**src/hw/ex_pkg.sv**
```systemverilog
`default_nettype none

package ex_pkg;

	// --------------------------------------------------
	// widths and flag positions
	// --------------------------------------------------
	localparam int DATA_W = 32;

	localparam int FLAG_CF = 0;
	localparam int FLAG_PF = 2;
	localparam int FLAG_AF = 4;
	localparam int FLAG_ZF = 6;
	localparam int FLAG_SF = 7;
	localparam int FLAG_OF = 11;

	// --------------------------------------------------
	// decoded operation and operand size
	// --------------------------------------------------
	// bit 0 doubles as shift direction when the shifter is chosen
	typedef enum logic [2:0] {
		ALU_ADD    = 3'd0,
		ALU_OR     = 3'd1,
		ALU_ADC    = 3'd2,
		ALU_AND    = 3'd3,
		ALU_SUB    = 3'd4,
		ALU_XOR    = 3'd5,
		ALU_NOT    = 3'd6,
		ALU_PASS_B = 3'd7
	} alu_op_e;

	typedef enum logic [1:0] {
		SIZE_BYTE  = 2'd0,
		SIZE_WORD  = 2'd1,
		SIZE_DWORD = 2'd2
	} data_size_e;

	// stack pop increment
	function automatic logic [DATA_W-1:0] size_bytes(input data_size_e size);
		case (size)
			SIZE_BYTE: return DATA_W'(1);
			SIZE_WORD: return DATA_W'(2);
			default:   return DATA_W'(4);
		endcase
	endfunction

	// live bits of a word at the operand size
	function automatic logic [DATA_W-1:0] size_mask(input data_size_e size);
		case (size)
			SIZE_BYTE: return DATA_W'(32'h0000_00ff);
			SIZE_WORD: return DATA_W'(32'h0000_ffff);
			default:   return {DATA_W{1'b1}};
		endcase
	endfunction

	function automatic logic sign_bit(input logic [DATA_W-1:0] v, input data_size_e size);
		case (size)
			SIZE_BYTE: return v[7];
			SIZE_WORD: return v[15];
			default:   return v[DATA_W-1];
		endcase
	endfunction

endpackage

`default_nettype wire

```
**src/hw/ex_ctrl_if.sv**
```systemverilog
`timescale 1ns/100ps
`default_nettype none

interface ex_ctrl_if;
	import ex_pkg::*;

	// string micro-op sequencing
	logic       is_cmps_first;
	logic       is_cmps_second;
	logic       repne_steady;
	logic       repne;

	// result routing
	logic       is_cmpxchg;
	logic       is_xchg;
	logic       pass_a;
	logic       mux_sp_pop;
	logic       flags_from_alu;
	logic       alu_to_b;
	logic       is_alu32;

	alu_op_e    aluk;
	data_size_e size;

	// write-back enables from decode
	logic       ld_gpr1;
	logic       ld_gpr2;
	logic       ld_gpr3;
	logic       ld_seg;
	logic       dcache_write;

	modport opsel (input is_cmps_first, is_cmps_second, repne_steady);
	modport fu (input aluk, size);
	modport rs (
		input is_alu32, is_cmps_first, is_cmps_second, is_xchg, pass_a,
		input is_cmpxchg, mux_sp_pop, flags_from_alu, alu_to_b
	);
	modport wb (input is_cmpxchg, ld_gpr1, ld_gpr2, ld_gpr3, ld_seg, dcache_write, repne);

endinterface

`default_nettype wire

```
**src/hw/ex_alu32.sv**
```systemverilog
`timescale 1ns/100ps
`default_nettype none

module ex_alu32 (
	input  logic [ex_pkg::DATA_W-1:0] a,
	input  logic [ex_pkg::DATA_W-1:0] b,
	input  ex_pkg::alu_op_e           op,
	input  ex_pkg::data_size_e        size,
	input  logic                      cf_in,
	input  logic                      af_in,
	output logic [ex_pkg::DATA_W-1:0] result,
	output logic [ex_pkg::DATA_W-1:0] flags
);
	import ex_pkg::*;

	logic [DATA_W-1:0] mask;
	logic [DATA_W-1:0] a_m;
	logic [DATA_W-1:0] b_m;
	// one spare bit above the word for carry and borrow
	logic [DATA_W:0]   raw;
	logic              carry;
	logic              a_sign;
	logic              b_sign;
	logic              r_sign;

	// --------------------------------------------------
	// datapath
	// --------------------------------------------------
	always_comb begin
		mask = size_mask(size);
		a_m  = a & mask;
		b_m  = b & mask;
		case (op)
			ALU_ADD: raw = {1'b0, a_m} + {1'b0, b_m};
			ALU_ADC: raw = {1'b0, a_m} + {1'b0, b_m} + (DATA_W+1)'(cf_in);
			ALU_SUB: raw = {1'b0, a_m} - {1'b0, b_m};
			ALU_OR:  raw = {1'b0, a_m | b_m};
			ALU_AND: raw = {1'b0, a_m & b_m};
			ALU_XOR: raw = {1'b0, a_m ^ b_m};
			ALU_NOT: raw = {1'b0, ~a_m};
			default: raw = {1'b0, b_m};
		endcase
		// upper bits zero for byte and word
		result = raw[DATA_W-1:0] & mask;
	end

	// carry out of the top bit at the operand size, borrow for sub
	always_comb begin
		case (size)
			SIZE_BYTE: carry = raw[8];
			SIZE_WORD: carry = raw[16];
			default:   carry = raw[DATA_W];
		endcase
	end

	assign a_sign = sign_bit(a_m, size);
	assign b_sign = sign_bit(b_m, size);
	assign r_sign = sign_bit(result, size);

	// --------------------------------------------------
	// flags
	// --------------------------------------------------
	always_comb begin
		flags          = '0;
		flags[FLAG_PF] = ~^result[7:0];
		flags[FLAG_ZF] = (result == '0);
		flags[FLAG_SF] = r_sign;
		case (op)
			ALU_ADD, ALU_ADC: begin
				flags[FLAG_CF] = carry;
				flags[FLAG_AF] = a_m[4] ^ b_m[4] ^ result[4];
				flags[FLAG_OF] = (a_sign == b_sign) && (r_sign != a_sign);
			end
			ALU_SUB: begin
				flags[FLAG_CF] = carry;
				flags[FLAG_AF] = a_m[4] ^ b_m[4] ^ result[4];
				flags[FLAG_OF] = (a_sign != b_sign) && (r_sign != a_sign);
			end
			ALU_OR, ALU_AND, ALU_XOR: begin
				flags[FLAG_CF] = 1'b0;
				flags[FLAG_AF] = af_in;
				flags[FLAG_OF] = 1'b0;
			end
			default: begin
				// not and pass keep the incoming carry and aux carry
				flags[FLAG_CF] = cf_in;
				flags[FLAG_AF] = af_in;
				flags[FLAG_OF] = 1'b0;
			end
		endcase
	end

endmodule

`default_nettype wire

```
**src/hw/ex_operand_select.sv**
```systemverilog
`timescale 1ns/100ps
`default_nettype none

module ex_operand_select (
	input  logic                      CLK,
	input  logic                      rst_n,
	ex_ctrl_if.opsel                  ctrl,
	input  logic [ex_pkg::DATA_W-1:0] ex_a,
	input  logic [ex_pkg::DATA_W-1:0] ex_b,
	input  logic [ex_pkg::DATA_W-1:0] ex_c,
	input  logic [ex_pkg::DATA_W-1:0] count_fwd,
	output logic [ex_pkg::DATA_W-1:0] b,
	output logic [ex_pkg::DATA_W-1:0] count
);
	import ex_pkg::*;

	logic [DATA_W-1:0] cmps_first_q;

	// first string operand, held until the second micro-op
	always_ff @(posedge CLK) begin
		if (!rst_n) begin
			cmps_first_q <= '0;
		end else if (ctrl.is_cmps_first) begin
			cmps_first_q <= ex_a;
		end
	end

	assign b     = ctrl.is_cmps_second ? cmps_first_q : ex_b;
	// loop count comes forwarded once repne is running
	assign count = ctrl.repne_steady ? count_fwd : ex_c;

	// decode never issues both halves of cmps in one cycle
	a_cmps_halves_exclusive: assert property (
		@(posedge CLK) disable iff (!rst_n)
		!(ctrl.is_cmps_first && ctrl.is_cmps_second)
	);

endmodule

`default_nettype wire

```
**src/hw/ex_functional_unit.sv**
```systemverilog
`timescale 1ns/100ps
`default_nettype none

module ex_functional_unit (
	ex_ctrl_if.fu                     ctrl,
	input  logic [ex_pkg::DATA_W-1:0] ex_a,
	input  logic [ex_pkg::DATA_W-1:0] ex_c,
	input  logic [ex_pkg::DATA_W-1:0] b,
	input  logic [ex_pkg::DATA_W-1:0] count,
	input  logic [ex_pkg::DATA_W-1:0] flags_fwd,
	output logic [ex_pkg::DATA_W-1:0] alu_result,
	output logic [ex_pkg::DATA_W-1:0] alu_flags,
	output logic [ex_pkg::DATA_W-1:0] shift_result,
	output logic [ex_pkg::DATA_W-1:0] shift_flags,
	output logic [ex_pkg::DATA_W-1:0] count_minus_one,
	output logic [ex_pkg::DATA_W-1:0] sp_pop
);
	import ex_pkg::*;

	logic [DATA_W-1:0] shift_mask;
	logic [DATA_W-1:0] shift_in;
	logic              shift_out;

	ex_alu32 u_alu32 (
		.a      (ex_a),
		.b      (b),
		.op     (ctrl.aluk),
		.size   (ctrl.size),
		.cf_in  (flags_fwd[FLAG_CF]),
		.af_in  (flags_fwd[FLAG_AF]),
		.result (alu_result),
		.flags  (alu_flags)
	);

	// --------------------------------------------------
	// one-bit shifter, aluk[0] picks right
	// --------------------------------------------------
	always_comb begin
		shift_mask = size_mask(ctrl.size);
		shift_in   = ex_a & shift_mask;
		if (ctrl.aluk[0]) begin
			shift_result = shift_in >> 1;
			shift_out    = shift_in[0];
		end else begin
			shift_result = (shift_in << 1) & shift_mask;
			shift_out    = sign_bit(shift_in, ctrl.size);
		end
		// af and of pass through untouched
		shift_flags          = flags_fwd;
		shift_flags[FLAG_CF] = shift_out;
		shift_flags[FLAG_PF] = ~^shift_result[7:0];
		shift_flags[FLAG_ZF] = (shift_result == '0);
		shift_flags[FLAG_SF] = sign_bit(shift_result, ctrl.size);
	end

	assign count_minus_one = count - DATA_W'(1);
	assign sp_pop          = ex_c + size_bytes(ctrl.size);

endmodule

`default_nettype wire

```
**src/hw/ex_result_select.sv**
```systemverilog
`timescale 1ns/100ps
`default_nettype none

module ex_result_select (
	ex_ctrl_if.rs                     ctrl,
	input  logic [ex_pkg::DATA_W-1:0] ex_a,
	input  logic [ex_pkg::DATA_W-1:0] ex_b,
	input  logic [ex_pkg::DATA_W-1:0] ex_c,
	input  logic [ex_pkg::DATA_W-1:0] alu_result,
	input  logic [ex_pkg::DATA_W-1:0] alu_flags,
	input  logic [ex_pkg::DATA_W-1:0] shift_result,
	input  logic [ex_pkg::DATA_W-1:0] shift_flags,
	input  logic [ex_pkg::DATA_W-1:0] sp_pop,
	input  logic [ex_pkg::DATA_W-1:0] count_minus_one,
	output logic [ex_pkg::DATA_W-1:0] result_a,
	output logic [ex_pkg::DATA_W-1:0] result_b,
	output logic [ex_pkg::DATA_W-1:0] result_c,
	output logic [ex_pkg::DATA_W-1:0] flags
);
	import ex_pkg::*;

	logic b_into_a;
	logic a_into_b;

	assign b_into_a = ctrl.is_cmps_first | ctrl.is_xchg;
	assign a_into_b = ctrl.is_xchg | ctrl.is_cmpxchg;

	// --------------------------------------------------
	// result a, alu wins over everything
	// --------------------------------------------------
	always_comb begin
		if (ctrl.is_alu32) begin
			result_a = alu_result;
		end else if (b_into_a) begin
			result_a = ex_b;
		end else if (ctrl.pass_a) begin
			result_a = ex_a;
		end else if (ctrl.is_cmpxchg) begin
			result_a = ex_c;
		end else begin
			result_a = shift_result;
		end
	end

	always_comb begin
		if (ctrl.alu_to_b) begin
			result_b = alu_result;
		end else if (a_into_b) begin
			result_b = ex_a;
		end else begin
			result_b = ex_b;
		end
	end

	// count on cmps, stack pointer on pop, else untouched
	always_comb begin
		if (ctrl.is_cmps_second) begin
			result_c = count_minus_one;
		end else if (ctrl.mux_sp_pop) begin
			result_c = sp_pop;
		end else begin
			result_c = ex_c;
		end
	end

	assign flags = ctrl.flags_from_alu ? alu_flags : shift_flags;

endmodule

`default_nettype wire

```
**src/hw/ex_wb_latch.sv**
```systemverilog
`timescale 1ns/100ps
`default_nettype none

module ex_wb_latch (
	input  logic                      CLK,
	input  logic                      rst_n,
	ex_ctrl_if.wb                     ctrl,
	input  logic                      ex_v,
	input  logic                      wb_stall,
	input  logic                      repne_terminate,
	input  logic [ex_pkg::DATA_W-1:0] alu_flags,
	input  logic [ex_pkg::DATA_W-1:0] result_a,
	input  logic [ex_pkg::DATA_W-1:0] result_b,
	input  logic [ex_pkg::DATA_W-1:0] result_c,
	input  logic [ex_pkg::DATA_W-1:0] flags,
	output logic [ex_pkg::DATA_W-1:0] wb_result_a,
	output logic [ex_pkg::DATA_W-1:0] wb_result_b,
	output logic [ex_pkg::DATA_W-1:0] wb_result_c,
	output logic [ex_pkg::DATA_W-1:0] wb_flags,
	output logic                      wb_v,
	output logic                      wb_ld_gpr1,
	output logic                      wb_ld_gpr2,
	output logic                      wb_ld_gpr3,
	output logic                      wb_ld_seg,
	output logic                      wb_dcache_write
);
	import ex_pkg::*;

	logic zf;
	logic ld_gpr1_x;
	logic ld_gpr2_x;
	logic dcache_write_x;
	logic v_next;

	// --------------------------------------------------
	// cmpxchg writes dest only on match and loads the accumulator otherwise
	// --------------------------------------------------
	assign zf             = alu_flags[FLAG_ZF];
	assign ld_gpr1_x      = ctrl.is_cmpxchg ? (ctrl.ld_gpr1 & zf) : ctrl.ld_gpr1;
	assign ld_gpr2_x      = ctrl.is_cmpxchg ? ~zf : ctrl.ld_gpr2;
	assign dcache_write_x = ctrl.is_cmpxchg ? (ctrl.dcache_write & zf) : ctrl.dcache_write;

	// repne iteration becomes a bubble until it terminates
	assign v_next = ctrl.repne ? (ex_v & repne_terminate) : ex_v;

	always_ff @(posedge CLK) begin
		if (!rst_n) begin
			wb_result_a     <= '0;
			wb_result_b     <= '0;
			wb_result_c     <= '0;
			wb_flags        <= '0;
			wb_v            <= 1'b0;
			wb_ld_gpr1      <= 1'b0;
			wb_ld_gpr2      <= 1'b0;
			wb_ld_gpr3      <= 1'b0;
			wb_ld_seg       <= 1'b0;
			wb_dcache_write <= 1'b0;
		end else if (!wb_stall) begin
			wb_result_a     <= result_a;
			wb_result_b     <= result_b;
			wb_result_c     <= result_c;
			wb_flags        <= flags;
			wb_v            <= v_next;
			wb_ld_gpr1      <= ex_v & ld_gpr1_x;
			wb_ld_gpr2      <= ex_v & ld_gpr2_x;
			wb_ld_gpr3      <= ex_v & ctrl.ld_gpr3;
			wb_ld_seg       <= ex_v & ctrl.ld_seg;
			wb_dcache_write <= ex_v & dcache_write_x;
		end
	end

	// no write enable reaches wb without a valid op
	a_enables_need_valid: assert property (
		@(posedge CLK) disable iff (!rst_n)
		!wb_v |-> !(wb_ld_gpr1 | wb_ld_gpr2 | wb_ld_gpr3 | wb_ld_seg | wb_dcache_write)
	);

endmodule

`default_nettype wire

```
**src/hw/ex_stage.sv**
```systemverilog
`timescale 1ns/100ps
`default_nettype none

module ex_stage (
	input  logic                      CLK,
	input  logic                      rst_n,
	// decoded control
	input  logic                      is_cmps_first,
	input  logic                      is_cmps_second,
	input  logic                      repne_steady,
	input  logic                      is_cmpxchg,
	input  logic                      is_xchg,
	input  logic                      pass_a,
	input  logic                      mux_sp_pop,
	input  logic                      flags_from_alu,
	input  logic                      alu_to_b,
	input  logic                      is_alu32,
	input  ex_pkg::alu_op_e           aluk,
	input  ex_pkg::data_size_e        size,
	input  logic                      ld_gpr1,
	input  logic                      ld_gpr2,
	input  logic                      ld_gpr3,
	input  logic                      ld_seg,
	input  logic                      dcache_write,
	input  logic                      repne,
	// operands and forwarded state
	input  logic [ex_pkg::DATA_W-1:0] ex_a,
	input  logic [ex_pkg::DATA_W-1:0] ex_b,
	input  logic [ex_pkg::DATA_W-1:0] ex_c,
	input  logic                      ex_v,
	input  logic [ex_pkg::DATA_W-1:0] count_fwd,
	input  logic [ex_pkg::DATA_W-1:0] flags_fwd,
	input  logic                      wb_stall,
	input  logic                      repne_terminate,
	// ex/wb latch
	output logic [ex_pkg::DATA_W-1:0] wb_result_a,
	output logic [ex_pkg::DATA_W-1:0] wb_result_b,
	output logic [ex_pkg::DATA_W-1:0] wb_result_c,
	output logic [ex_pkg::DATA_W-1:0] wb_flags,
	output logic                      wb_v,
	output logic                      wb_ld_gpr1,
	output logic                      wb_ld_gpr2,
	output logic                      wb_ld_gpr3,
	output logic                      wb_ld_seg,
	output logic                      wb_dcache_write
);
	import ex_pkg::*;

	logic [DATA_W-1:0] b_op;
	logic [DATA_W-1:0] count_op;
	logic [DATA_W-1:0] alu_result;
	logic [DATA_W-1:0] alu_flags;
	logic [DATA_W-1:0] shift_result;
	logic [DATA_W-1:0] shift_flags;
	logic [DATA_W-1:0] count_minus_one;
	logic [DATA_W-1:0] sp_pop;
	logic [DATA_W-1:0] result_a;
	logic [DATA_W-1:0] result_b;
	logic [DATA_W-1:0] result_c;
	logic [DATA_W-1:0] flags_sel;

	ex_ctrl_if ctrl ();

	assign ctrl.is_cmps_first  = is_cmps_first;
	assign ctrl.is_cmps_second = is_cmps_second;
	assign ctrl.repne_steady   = repne_steady;
	assign ctrl.repne          = repne;
	assign ctrl.is_cmpxchg     = is_cmpxchg;
	assign ctrl.is_xchg        = is_xchg;
	assign ctrl.pass_a         = pass_a;
	assign ctrl.mux_sp_pop     = mux_sp_pop;
	assign ctrl.flags_from_alu = flags_from_alu;
	assign ctrl.alu_to_b       = alu_to_b;
	assign ctrl.is_alu32       = is_alu32;
	assign ctrl.aluk           = aluk;
	assign ctrl.size           = size;
	assign ctrl.ld_gpr1        = ld_gpr1;
	assign ctrl.ld_gpr2        = ld_gpr2;
	assign ctrl.ld_gpr3        = ld_gpr3;
	assign ctrl.ld_seg         = ld_seg;
	assign ctrl.dcache_write   = dcache_write;

	// --------------------------------------------------
	// stage datapath
	// --------------------------------------------------
	ex_operand_select u_operand_select (
		.CLK       (CLK),
		.rst_n     (rst_n),
		.ctrl      (ctrl.opsel),
		.ex_a      (ex_a),
		.ex_b      (ex_b),
		.ex_c      (ex_c),
		.count_fwd (count_fwd),
		.b         (b_op),
		.count     (count_op)
	);

	ex_functional_unit u_functional_unit (
		.ctrl            (ctrl.fu),
		.ex_a            (ex_a),
		.ex_c            (ex_c),
		.b               (b_op),
		.count           (count_op),
		.flags_fwd       (flags_fwd),
		.alu_result      (alu_result),
		.alu_flags       (alu_flags),
		.shift_result    (shift_result),
		.shift_flags     (shift_flags),
		.count_minus_one (count_minus_one),
		.sp_pop          (sp_pop)
	);

	ex_result_select u_result_select (
		.ctrl            (ctrl.rs),
		.ex_a            (ex_a),
		.ex_b            (ex_b),
		.ex_c            (ex_c),
		.alu_result      (alu_result),
		.alu_flags       (alu_flags),
		.shift_result    (shift_result),
		.shift_flags     (shift_flags),
		.sp_pop          (sp_pop),
		.count_minus_one (count_minus_one),
		.result_a        (result_a),
		.result_b        (result_b),
		.result_c        (result_c),
		.flags           (flags_sel)
	);

	ex_wb_latch u_wb_latch (
		.CLK             (CLK),
		.rst_n           (rst_n),
		.ctrl            (ctrl.wb),
		.ex_v            (ex_v),
		.wb_stall        (wb_stall),
		.repne_terminate (repne_terminate),
		.alu_flags       (alu_flags),
		.result_a        (result_a),
		.result_b        (result_b),
		.result_c        (result_c),
		.flags           (flags_sel),
		.wb_result_a     (wb_result_a),
		.wb_result_b     (wb_result_b),
		.wb_result_c     (wb_result_c),
		.wb_flags        (wb_flags),
		.wb_v            (wb_v),
		.wb_ld_gpr1      (wb_ld_gpr1),
		.wb_ld_gpr2      (wb_ld_gpr2),
		.wb_ld_gpr3      (wb_ld_gpr3),
		.wb_ld_seg       (wb_ld_seg),
		.wb_dcache_write (wb_dcache_write)
	);

endmodule

`default_nettype wire

```
**config.mk**
```make
export PLATFORM = sky130hd
export DESIGN_NAME = ex_stage
export DESIGN_NICKNAME = d
export VERILOG_FILES = /design/src/hw/ex_pkg.sv /design/src/hw/ex_ctrl_if.sv /design/src/hw/ex_alu32.sv /design/src/hw/ex_operand_select.sv /design/src/hw/ex_functional_unit.sv /design/src/hw/ex_result_select.sv /design/src/hw/ex_wb_latch.sv /design/src/hw/ex_stage.sv
export SDC_FILE = /design/constraint.sdc
export NUM_CORES = 1
export LEC_CHECK = 0
export ABC_AREA = 1
export ABC_CLOCK_PERIOD_IN_PS = 6100
export BUFFER_PORTS_ARGS = -buffer_cell sky130_fd_sc_hd__buf_2
export CAP_MARGIN = 5
export CORE_ASPECT_RATIO = 0.5
export CORE_UTILIZATION = 30
export CTS_BUF_LIST = sky130_fd_sc_hd__clkbuf_8
export CTS_CLUSTER_DIAMETER = 60
export DETAILED_ROUTE_END_ITERATION = 7
export HOLD_SLACK_MARGIN = 0.02
export PLACE_DENSITY = 0.45
export SYNTH_ARGS = -nofsm -noshare
export SYNTH_HDL_FRONTEND = slang
export SYNTH_SLANG_ARGS = --single-unit
```
**constraint.sdc**
```tcl
create_clock -name CLK -period 6.1 [get_ports CLK]
set_input_delay 0.915 -clock CLK [delete_from_list [all_inputs] [get_ports CLK]]
set_output_delay 0.915 -clock CLK [all_outputs]
set_load 0.02 [all_outputs]
```
After elaboration in Yosys (flattened, before gate mapping)
Cells that the tools add are included.
W data, S select, Z words.
Word-level totals
  flip-flop bits (word level): 166
  bits of input ports: 186
  output and inout bits: 134
  logic and storage cells: 86
Operators by class
  $add $sub $neg: 5
  equal/unequal tests: 10
  muxes and demuxes: 28
  bitwise logic cells: 21
  reductions and logical operators: 11
Operators by type and width (number)
  $mux W32: 12
  $pmux W33 S7: 1
  $and A32 B32 Y32: 5
  $logic_not A32 Y1: 2
  $pmux W32 S2: 1
  $add A32 B32 Y33: 1
  $add A33 B1 Y33: 1
  $sub A32 B32 Y33: 1
  $add A32 B3 Y32: 1
  $not A32 Y32: 1
  $or A32 B32 Y32: 1
  $sub A32 B1 Y32 const B: 1
  $xor A32 B32 Y32: 1
  $reduce_xnor A8 Y1: 2
  $pmux W1 S2: 7
  $eq A3 B3 Y1 const B: 3
  $and A1 B1 Y1: 8
  $eq A3 B2 Y1 const B: 2
  $mux W1: 6
  $pmux W3 S2: 1
  $reduce_or A3 Y1: 2
  $eq A3 B1 Y1 const B: 1
  $logic_not A3 Y1: 1
  $eq A2 B1 Y1 const B: 1
  other kinds (8): 12

Depth between registers and ports, before layout
Gate-level depths: netlist (run 1).
  depth in word-level cells: 12
  depth in mapped cells: 37

By module
Synthesis (run 1) repeated with hierarchy kept, for this count alone.
Second synthesis, totals
  cells, all modules: 3914
  area total of the unflattened synthesis: 22110.0 um^2
Modules (own cells, without submodules)
  ex_alu32: times used 1, cells each 1646, area an instance 8818.5 um^2, seq. area each 0.0 um^2
  ex_wb_latch: times used 1, cells each 590, area an instance 4698.3 um^2, seq. area each 2682.6 um^2
  ex_result_select: times used 1, cells each 709, area an instance 3380.7 um^2, seq. area each 0.0 um^2
  ex_functional_unit: times used 1, cells each 561, area an instance 2798.9 um^2, seq. area each 0.0 um^2
  ex_operand_select: times used 1, cells each 408, area an instance 2413.6 um^2, seq. area each 640.6 um^2

Worst setup path after synthesis (run 1)
No wires, ideal clock.
  path kind: input-to-reg
  start: in is_cmps_second
  end: reg u_wb_latch.wb_ld_gpr2
  setup time: 132 ps
  data arrival time: 4987 ps
  setup slack: 980 ps
  stages on the path: 36
  path buffers: 5
  cell sequence: buf_4 -> inv_4 -> clkbuf_1 -> clkbuf_1 -> buf_1 -> or2_2 -> o21ai_0 -> ha_1 -> buf_4 -> nand2_1 -> inv_1 -> a21oi_2 -> nand2_1 -> nand2_1 -> nand2_1 -> nor2_2 -> inv_1 -> o211ai_1 -> o2111ai_1 -> a21oi_1 -> ha_1 -> nand2_1 -> nor2_1 -> nand2_1 -> inv_1 -> nand3_1 -> nor2_1 -> nand2_1 -> nor2_1 -> nand3_1 -> nor3_2 -> nand3_1 -> nand2_2 -> nand2_1 -> nand2_1 -> a21oi_1
Between the ends
  word-level cells in the longest chain between the ends: 10
  elaborated cells between the ends (all ways): 14
RTL lines
  from (decl): RTL line ex_stage.sv:9  | input logic is_cmps_second,
  $mux W32 (*): RTL line ex_operand_select.sv:28  | assign b = ctrl.is_cmps_second ? cmps_first_q : ex_b;
  $and A32 B32 Y32 (*): RTL line ex_alu32.sv:32  | b_m = b & mask;
  $add A32 B32 Y33: RTL line ex_alu32.sv:34, ex_alu32.sv:35
  $add A33 B1 Y33: RTL line ex_alu32.sv:35  | ALU_ADC: raw = {1'b0, a_m} + {1'b0, b_m} + (DATA_W+1)'(cf_in);
  $pmux W33 S7 (*): RTL line ex_alu32.sv:33  | case (op)
  $and A32 B32 Y32 (*): RTL line ex_alu32.sv:44  | result = raw[DATA_W-1:0] & mask;
  $logic_not A32 Y1 (*): RTL line ex_alu32.sv:66  | flags[FLAG_ZF] = (result == '0);
  $not A1 Y1 (*): RTL line ex_wb_latch.sv:40  | assign ld_gpr2_x = ctrl.is_cmpxchg ? ~zf : ctrl.ld_gpr2;
  $mux W1 (*): RTL line ex_wb_latch.sv:40
  $and A1 B1 Y1 (*): RTL line ex_wb_latch.sv:65  | wb_ld_gpr2 <= ex_v & ld_gpr2_x;
  to (signal assigned): RTL line ex_wb_latch.sv:65
  to (decl): RTL line ex_wb_latch.sv:22  | output logic wb_ld_gpr2,
Mark *: on every way between the ends. The rest lies on a longest branch, timed or not.
A chain may end at the register's enable or synchronous reset.

Worst setup path in the final report (run 1)
  start: in is_cmps_second
  end: reg u_wb_latch.wb_flags[11] (netlist bit)
Between the ends
  word-level cells in the longest chain between the ends: 11
  elaborated cells between the ends (all ways): 19
RTL lines
  $mux W32 (*): RTL line ex_operand_select.sv:28
  $and A32 B32 Y32 (*): RTL line ex_alu32.sv:32
  $add A32 B32 Y33: RTL line ex_alu32.sv:34, ex_alu32.sv:35
  $add A33 B1 Y33: RTL line ex_alu32.sv:35
  $pmux W33 S7: RTL line ex_alu32.sv:33
  $and A32 B32 Y32: RTL line ex_alu32.sv:44
  $pmux W1 S2: RTL line ex_pkg.sv:57  | case (size)
  $ne A1 B1 Y1: RTL line ex_alu32.sv:72, ex_alu32.sv:77
  $logic_and A1 B1 Y1, on equally long branches: RTL line ex_alu32.sv:77, ex_alu32.sv:72
  $pmux W1 S2 (*): RTL line ex_alu32.sv:68  | case (op)
  $mux W32 (*): RTL line ex_result_select.sv:66  | assign flags = ctrl.flags_from_alu ? alu_flags : shift_flags;
  to (signal assigned): RTL line ex_wb_latch.sv:62  | wb_flags <= flags;
  to (decl): RTL line ex_wb_latch.sv:19  | output logic [ex_pkg::DATA_W-1:0] wb_flags,
Marks and branches as above.

==> results of run 1 <==
## cell type report
class | instances | area, sq um | share of cell area (%)
timing repair buffer | 414 | 2320 | 10.9
inverter | 394 | 1490 | 6.99
antenna | 5 | 12.5 | 0.0587
clock buffer | 17 | 234 | 1.10
sequential | 166 | 3320 | 15.6
clock inverter | 15 | 151 | 0.710
multi-input combinational | 2448 | 12800 | 59.9
tap | 812 | 1020 | 4.77
## per-layer routing
layer | global-route usage (%) | vias to the layer above | routed length, microns
met4 | 5.29 | 0 | 1240
met1 | 48.4 | 10729 | 48500
li1 | - | 11145 | -
met3 | 5.68 | 54 | 9350
met2 | 41.8 | 1019 | 38200
met5 | 0 | - | 0
## through the flow
step / instances / total power [mW]
after global placement: 4234 / 3.10
final: 4271 / 3.97
after floorplan: 3171 / 2.33
after CTS: 4266 / 3.93
after detailed placement: 4234 / 3.10
after global routing: 4271 / 4.20
## final timing paths
check | depth (start not counted) | from | endpoint
max | 31 | is_cmps_second | u_wb_latch.wb_flags[11]
min | 2 | u_wb_latch.wb_flags[14] | u_wb_latch.wb_flags[14]
max reg2reg | 29 | u_operand_select.cmps_first_q[0] | u_wb_latch.wb_flags[11]
min reg2reg | 2 | u_wb_latch.wb_flags[14] | u_wb_latch.wb_flags[14]
## registers in the layout, indices dropped and copies added, names as in the netlist
name and flops:
u_wb_latch.wb_result_c 32, u_wb_latch.wb_result_b 32, u_wb_latch.wb_dcache_write 1, u_wb_latch.wb_ld_gpr2 1
u_wb_latch.wb_ld_gpr1 1, u_wb_latch.wb_ld_seg 1, u_wb_latch.wb_ld_gpr3 1, u_wb_latch.wb_flags 32
u_operand_select.cmps_first_q 32, u_wb_latch.wb_result_a 32, u_wb_latch.wb_v 1
## critical path, delay by kind of cell
| kind | cells | cell delay (ns) |
|---|---|---|
| buf+inv | 5 | 0.80 |
| fa+ha+maj | 2 | 0.72 |
| compound gates | 3 | 0.59 |
| simple gates | 21 | 2.97 |
## power breakdown
part           internal (mW)  switching [mW]  total (mW)
Sequential              1.16          0.0392        1.20
Combinational          0.562            1.38        1.94
Clock                  0.308           0.526       0.834
Total                   2.03            1.94        3.97
## synthesized netlist by cell type, drive strengths merged
cell type	instances	area, sq um
a2111oi	10	87.6
a211oi	5	37.5
a21boi	2	15.0
a21oi	310	1570
a221o	1	10.0
a221oi	11	96.3
a22oi	15	113
a311oi	1	8.76
a31o	1	8.76
a31oi	74	463
a41oi	1	8.76
and2	2	12.5
and3	1	6.26
buf	41	201
clkbuf	122	458
clkinv	5	18.8
dfxtp	166	3320
fa	3	60.1
ha	108	1350
inv	389	1470
mux2i	4	40.0
nand2	682	2600
nand3	203	1070
nand3b	5	50.1
nand4	46	294
nor2	359	1430
nor3	57	317
nor4	17	106
o2111ai	6	52.6
o211a	1	10.0
o211ai	35	263
o21a	2	15.0
o21ai	377	1890
o21bai	9	67.6
o221a	2	22.5
o221ai	7	61.3
o22ai	21	131
o311ai	1	8.76
o31ai	2	15.0
or2	44	278
xnor2	6	52.6
xor2	17	149
## cells by family after synthesis
family	after synthesis	synth area share [%]
AOI/OAI and AO/OA	894	27.2
adders and majority gates	111	7.74
and+or+nand+nor	1416	33.8
xor gates and xnor gates	23	1.11
muxes	4	0.220
buffers and inverters	557	11.8
DFF	166	18.2
## timing repair
action	in CTS	in global routing
resized for setup	0	1
hold buffers	0	0
endpoints found under the setup margin	0	1
==> summary.txt, run 1 <==
die area -> 0.0618 sq mm
synth-to-layout area growth -> 16.9%
root buf cell -> clkbuf_8
initial antenna violation count -> 5
Req. time, crit path -> 6.44 ns
RSZ-0062 raised after global routing -> no
area of the core -> 0.0597 sq mm
CTS tree -> yes
TritonCTS Buffers -> 17
fillcell total -> 6825
final hold viol count -> 0
number of global-route vias before repair -> 20445
post-route DRC violation count -> 0
FP Rows -> 63
DIE HEIGHT -> 176 microns
final setup fails -> 0
share of cells above drive strength 1 -> 16.1%
most common cell after layout, fill and taps aside -> nand2_1
CP startpoint kind -> primary input
post-synthesis sequential area ratio -> 18.2%
max capacitance violation total -> 0
most frequent cells in the layout -> 668 x nand2_1, 372 x inv_1, 368 x o21ai_0, 336 x nor2_1, 315 x buf_2
Hold Crit Class -> flip-flop to flip-flop
Avg WL per Cell -> 22.8 microns
H-tree depth -> 4
final wirelength -> 97.2 mm
Cell Area, Synth -> 0.0182 sq mm
post-layout util -> 35.7%
PortBufs -> 316
syn_area_per_cell -> 5.75 sq um
crit-path most repeated cell -> nand2_1
I/O pin count -> 320
Setup Skew -> 0.0236 ns
Vias -> 22947
clk_lat worst skew -> 0.50 ns
worst hold slack -> 0.460 ns
GRT Total Usage -> 30.5%
DP Wirelength -> 79.2 mm
Clock Tree Buf Depth -> 2
area of placed instances -> 0.0209 sq mm
leakage power -> 10.3 nW
CTS sink count -> 166
PnR worst setup slack -> 0.419 ns
Slew @ Worst Pin -> 1.05 ns
status -> complete, no violations
pre-CTS setup slack -> 0.0484 ns
Period minus WS final -> 5.68 ns
Design Area, Final -> 0.0213 sq mm
synthesized net count -> 3468
GPL Wtd Cong -> 1.00
CP max-delay cell -> fa_1
Cells after Synth -> 3171
CP Class -> primary input to flip-flop
Max transition margin -> 29.3%
Fin Setup TNS -> 0 ns
Iter 0 DRT Violations -> 2950
CP Max Fanout -> 10
Die Span X -> 351 microns
Pins Over Slew Limit -> 0
first-pass GRT wire length -> 139 mm
Peak VDD IR -> 0.151 mV
largest net degree at the start of global routing -> 126
nets -> 3738
achievable frequency -> 176 MHz
CP Capture Type -> flip-flop
vias per cell -> 5.37
Worst Path Arrival -> 6.02 ns
Routed Antenna Nets -> 0
DR pass1 iterations -> 6
R2R Setup Slk -> 0.77 ns
final period utilization -> 93.1%
Setup Buffers After CTS -> 0
Synth cell types -> 63
clock slew at reported path FFs -> 0.10 ns
Seq cells post-synth -> 166
Max stage delay on crit path -> 0.45 ns
initial core utilization -> 30.5%
grt ovf -> 0
pwr dens -> 186 mW/mm^2
Ys Warns -> 0
(Power assumes the default switching activity.)
==> run 2, diff against run 1 <==
--- a/config.mk
+++ b/config.mk
@@ -6,7 +6,7 @@
 export NUM_CORES = 1
 export LEC_CHECK = 0
 export ABC_AREA = 1
-export ABC_CLOCK_PERIOD_IN_PS = 6100
+export ABC_CLOCK_PERIOD_IN_PS = 5600
 export BUFFER_PORTS_ARGS = -buffer_cell sky130_fd_sc_hd__buf_2
 export CAP_MARGIN = 5
 export CORE_ASPECT_RATIO = 0.5
==> constraint.sdc (replaced) <==
create_clock -name CLK -period 5.6 [get_ports CLK]
set_input_delay 0.84 -clock CLK [delete_from_list [all_inputs] [get_ports CLK]]
set_output_delay 0.84 -clock CLK [all_outputs]
set_load 0.02 [all_outputs]
==> summary.txt, run 2 (same netlist as run 1, synthesis figures left out) <==
Max transition margin -> 11.5% (was 29.3%)
nets -> 3852 (was 3738)
Worst Path Arrival -> 5.58 ns (was 6.02 ns)
Req. time, crit path -> 5.95 ns (was 6.44 ns)
Hold Crit Class -> flip-flop to flip-flop (unchanged)
area of the core -> 0.0597 sq mm (unchanged)
CTS tree -> yes (unchanged)
Die Span X -> 351 microns (unchanged)
DR pass1 iterations -> 6 (unchanged)
initial core utilization -> 30.5% (unchanged)
share of cells above drive strength 1 -> 18.8% (was 16.1%)
clock slew at reported path FFs -> 0.10 ns (about the same)
Setup Skew -> 0.0156 ns (was 0.0236 ns)
Setup Buffers After CTS -> 0 (unchanged)
Iter 0 DRT Violations -> 2956 (was 2950)
die area -> 0.0618 sq mm (unchanged)
crit-path most repeated cell -> nand2_1 (unchanged)
pwr dens -> 204 mW/mm^2 (was 186 mW/mm^2)
root buf cell -> clkbuf_8 (unchanged)
vias per cell -> 5.39 (was 5.37)
RSZ-0062 raised after global routing -> no (unchanged)
CP Capture Type -> flip-flop (unchanged)
PortBufs -> 316 (unchanged)
Routed Antenna Nets -> 0 (unchanged)
CP startpoint kind -> primary input (unchanged)
CTS sink count -> 166 (unchanged)
Fin Setup TNS -> 0 ns (unchanged)
most frequent cells in the layout -> 668 x nand2_1, 374 x inv_1, 367 x o21ai_0, 336 x nor2_1, 315 x buf_2 (was 668 x nand2_1, 372 x inv_1, 368 x o21ai_0, 336 x nor2_1, 315 x buf_2)
GPL Wtd Cong -> 0.950 (was 1.00)
Max stage delay on crit path -> 0.48 ns (was 0.45 ns)
leakage power -> 10.9 nW (was 10.3 nW)
number of global-route vias before repair -> 21278 (was 20445)
CP Class -> primary input to flip-flop (unchanged)
H-tree depth -> 4 (unchanged)
Pins Over Slew Limit -> 0 (unchanged)
CP max-delay cell -> o21ai_0 (was fa_1)
PnR worst setup slack -> 0.370 ns (was 0.419 ns)
post-route DRC violation count -> 0 (unchanged)
initial antenna violation count -> 5 (unchanged)
CP Max Fanout -> 14 (was 10)
max capacitance violation total -> 0 (unchanged)
dpl cells -> 4348 (was 4234)
clk_lat worst skew -> 0.50 ns (about the same)
DP Wirelength -> 79.6 mm (was 79.2 mm)
FP Rows -> 63 (unchanged)
final wirelength -> 98.0 mm (was 97.2 mm)
final setup fails -> 0 (unchanged)
DIE HEIGHT -> 176 microns (unchanged)
area taken by multi-input logic gates -> 0.0128 sq mm (about the same)
achievable frequency -> 191 MHz
grt ovf -> 0 (unchanged)
final hold viol count -> 0 (unchanged)
I/O pin count -> 320 (unchanged)
fillcell total -> 6821 (was 6825)
largest net degree at the start of global routing -> 132 (was 126)
final std cells w/o fill -> 4385 (was 4271)
pre-CTS setup slack -> -0.182 ns (was 0.0484 ns)
area of placed instances -> 0.0218 sq mm (was 0.0209 sq mm)
Slew @ Worst Pin -> 1.33 ns (was 1.05 ns)
most common cell after layout, fill and taps aside -> nand2_1 (unchanged)
Design Area, Final -> 0.0222 sq mm (was 0.0213 sq mm)
synth-to-layout area growth -> 22.0% (was 16.9%)
Avg WL per Cell -> 22.3 microns (was 22.8 microns)
status -> complete, no violations (unchanged)
first-pass GRT wire length -> 140 mm (was 139 mm)
GRT Total Usage -> 30.8% (was 30.5%)
Peak VDD IR -> 0.137 mV (was 0.151 mV)
Period minus WS final -> 5.23 ns
Clock Tree Buf Depth -> 2 (unchanged)
Vias -> 23648 (was 22947)
final period utilization -> 93.4%
TritonCTS Buffers -> 17 (unchanged)
Register Area -> 0.00332 sq mm (unchanged)
## run 2: cell types whose count changed in the layout (fill, tap and decap cells not counted), sizes merged
cell / previous run / this run
bufinv: 0 / 3
buf: 414 / 528
inv: 401 / 393
clkbuf: 17 / 19
clkinv: 6 / 8
clkinvlp: 2 / 3
## run 2: stage by stage
step	total power [mW]	hold WS, ns	utilization [%]
after floorplan	2.54	0.463	-
after global placement	3.51	0.441	36.5
after detailed placement	3.51	0.446	36.5
after CTS	4.49	0.461	37.2
after global routing	4.78	0.486	37.3
final	4.54	0.461	37.3
## run 2: where the power goes
| group | switching, mW | internal (mW) | total (mW) | leakage (nW) |
|---|---|---|---|---|
| logic | 1.52 | 0.730 | 2.25 | 9.29 |
| clock network | 0.520 | 0.463 | 0.983 | 0.211 |
| registers | 0.0454 | 1.26 | 1.31 | 1.37 |
## run 2: final cells by class
cell class / instances / share of cell area [%]
multi-input combinational: 2448 / 57.5
sequential: 166 / 14.9
timing repair buffer: 528 / 14.4
inverter: 394 / 6.70
tap: 812 / 4.57
clock buffer: 19 / 1.18
clock inverter: 13 / 0.703
antenna: 5 / 0.0563
## run 2: final timing paths
kind	start	slack (ns)	depth (start not counted)	endpoint
max	is_cmps_second	0.37	33	u_wb_latch.wb_ld_gpr2
min	u_wb_latch.wb_flags[14]	0.46	2	u_wb_latch.wb_flags[14]
max reg2reg	u_operand_select.cmps_first_q[0]	0.60	33	u_wb_latch.wb_ld_gpr2
min reg2reg	u_wb_latch.wb_flags[14]	0.46	2	u_wb_latch.wb_flags[14]
## run 2: worst max-delay path, delay by kind of cell
family | cells | cell delay [ns]
adder cells (fa/ha/maj) | 2 | 0.41
AO/OA/AOI/OAI | 5 | 1.23
buffers and inverters | 6 | 0.78
AND/OR/NAND/NOR | 20 | 2.31
## run 2: what timing repair did
action / 4_1_cts / 5_1_grt
setup endpoints to repair: 0 / 2
resized for setup: 0 / 4
hold buffers: 0 / 0
## run 2: routing by layer
| metal | GRT usage (%) | wire (microns) | vias up |
|---|---|---|---|
| met5 | 0 | 0 | - |
| met4 | 6.51 | 1740 | 0 |
| met3 | 6.12 | 9290 | 100 |
| met2 | 42.6 | 38500 | 1055 |
| met1 | 47.8 | 48500 | 11091 |
| li1 | - | - | 11402 |
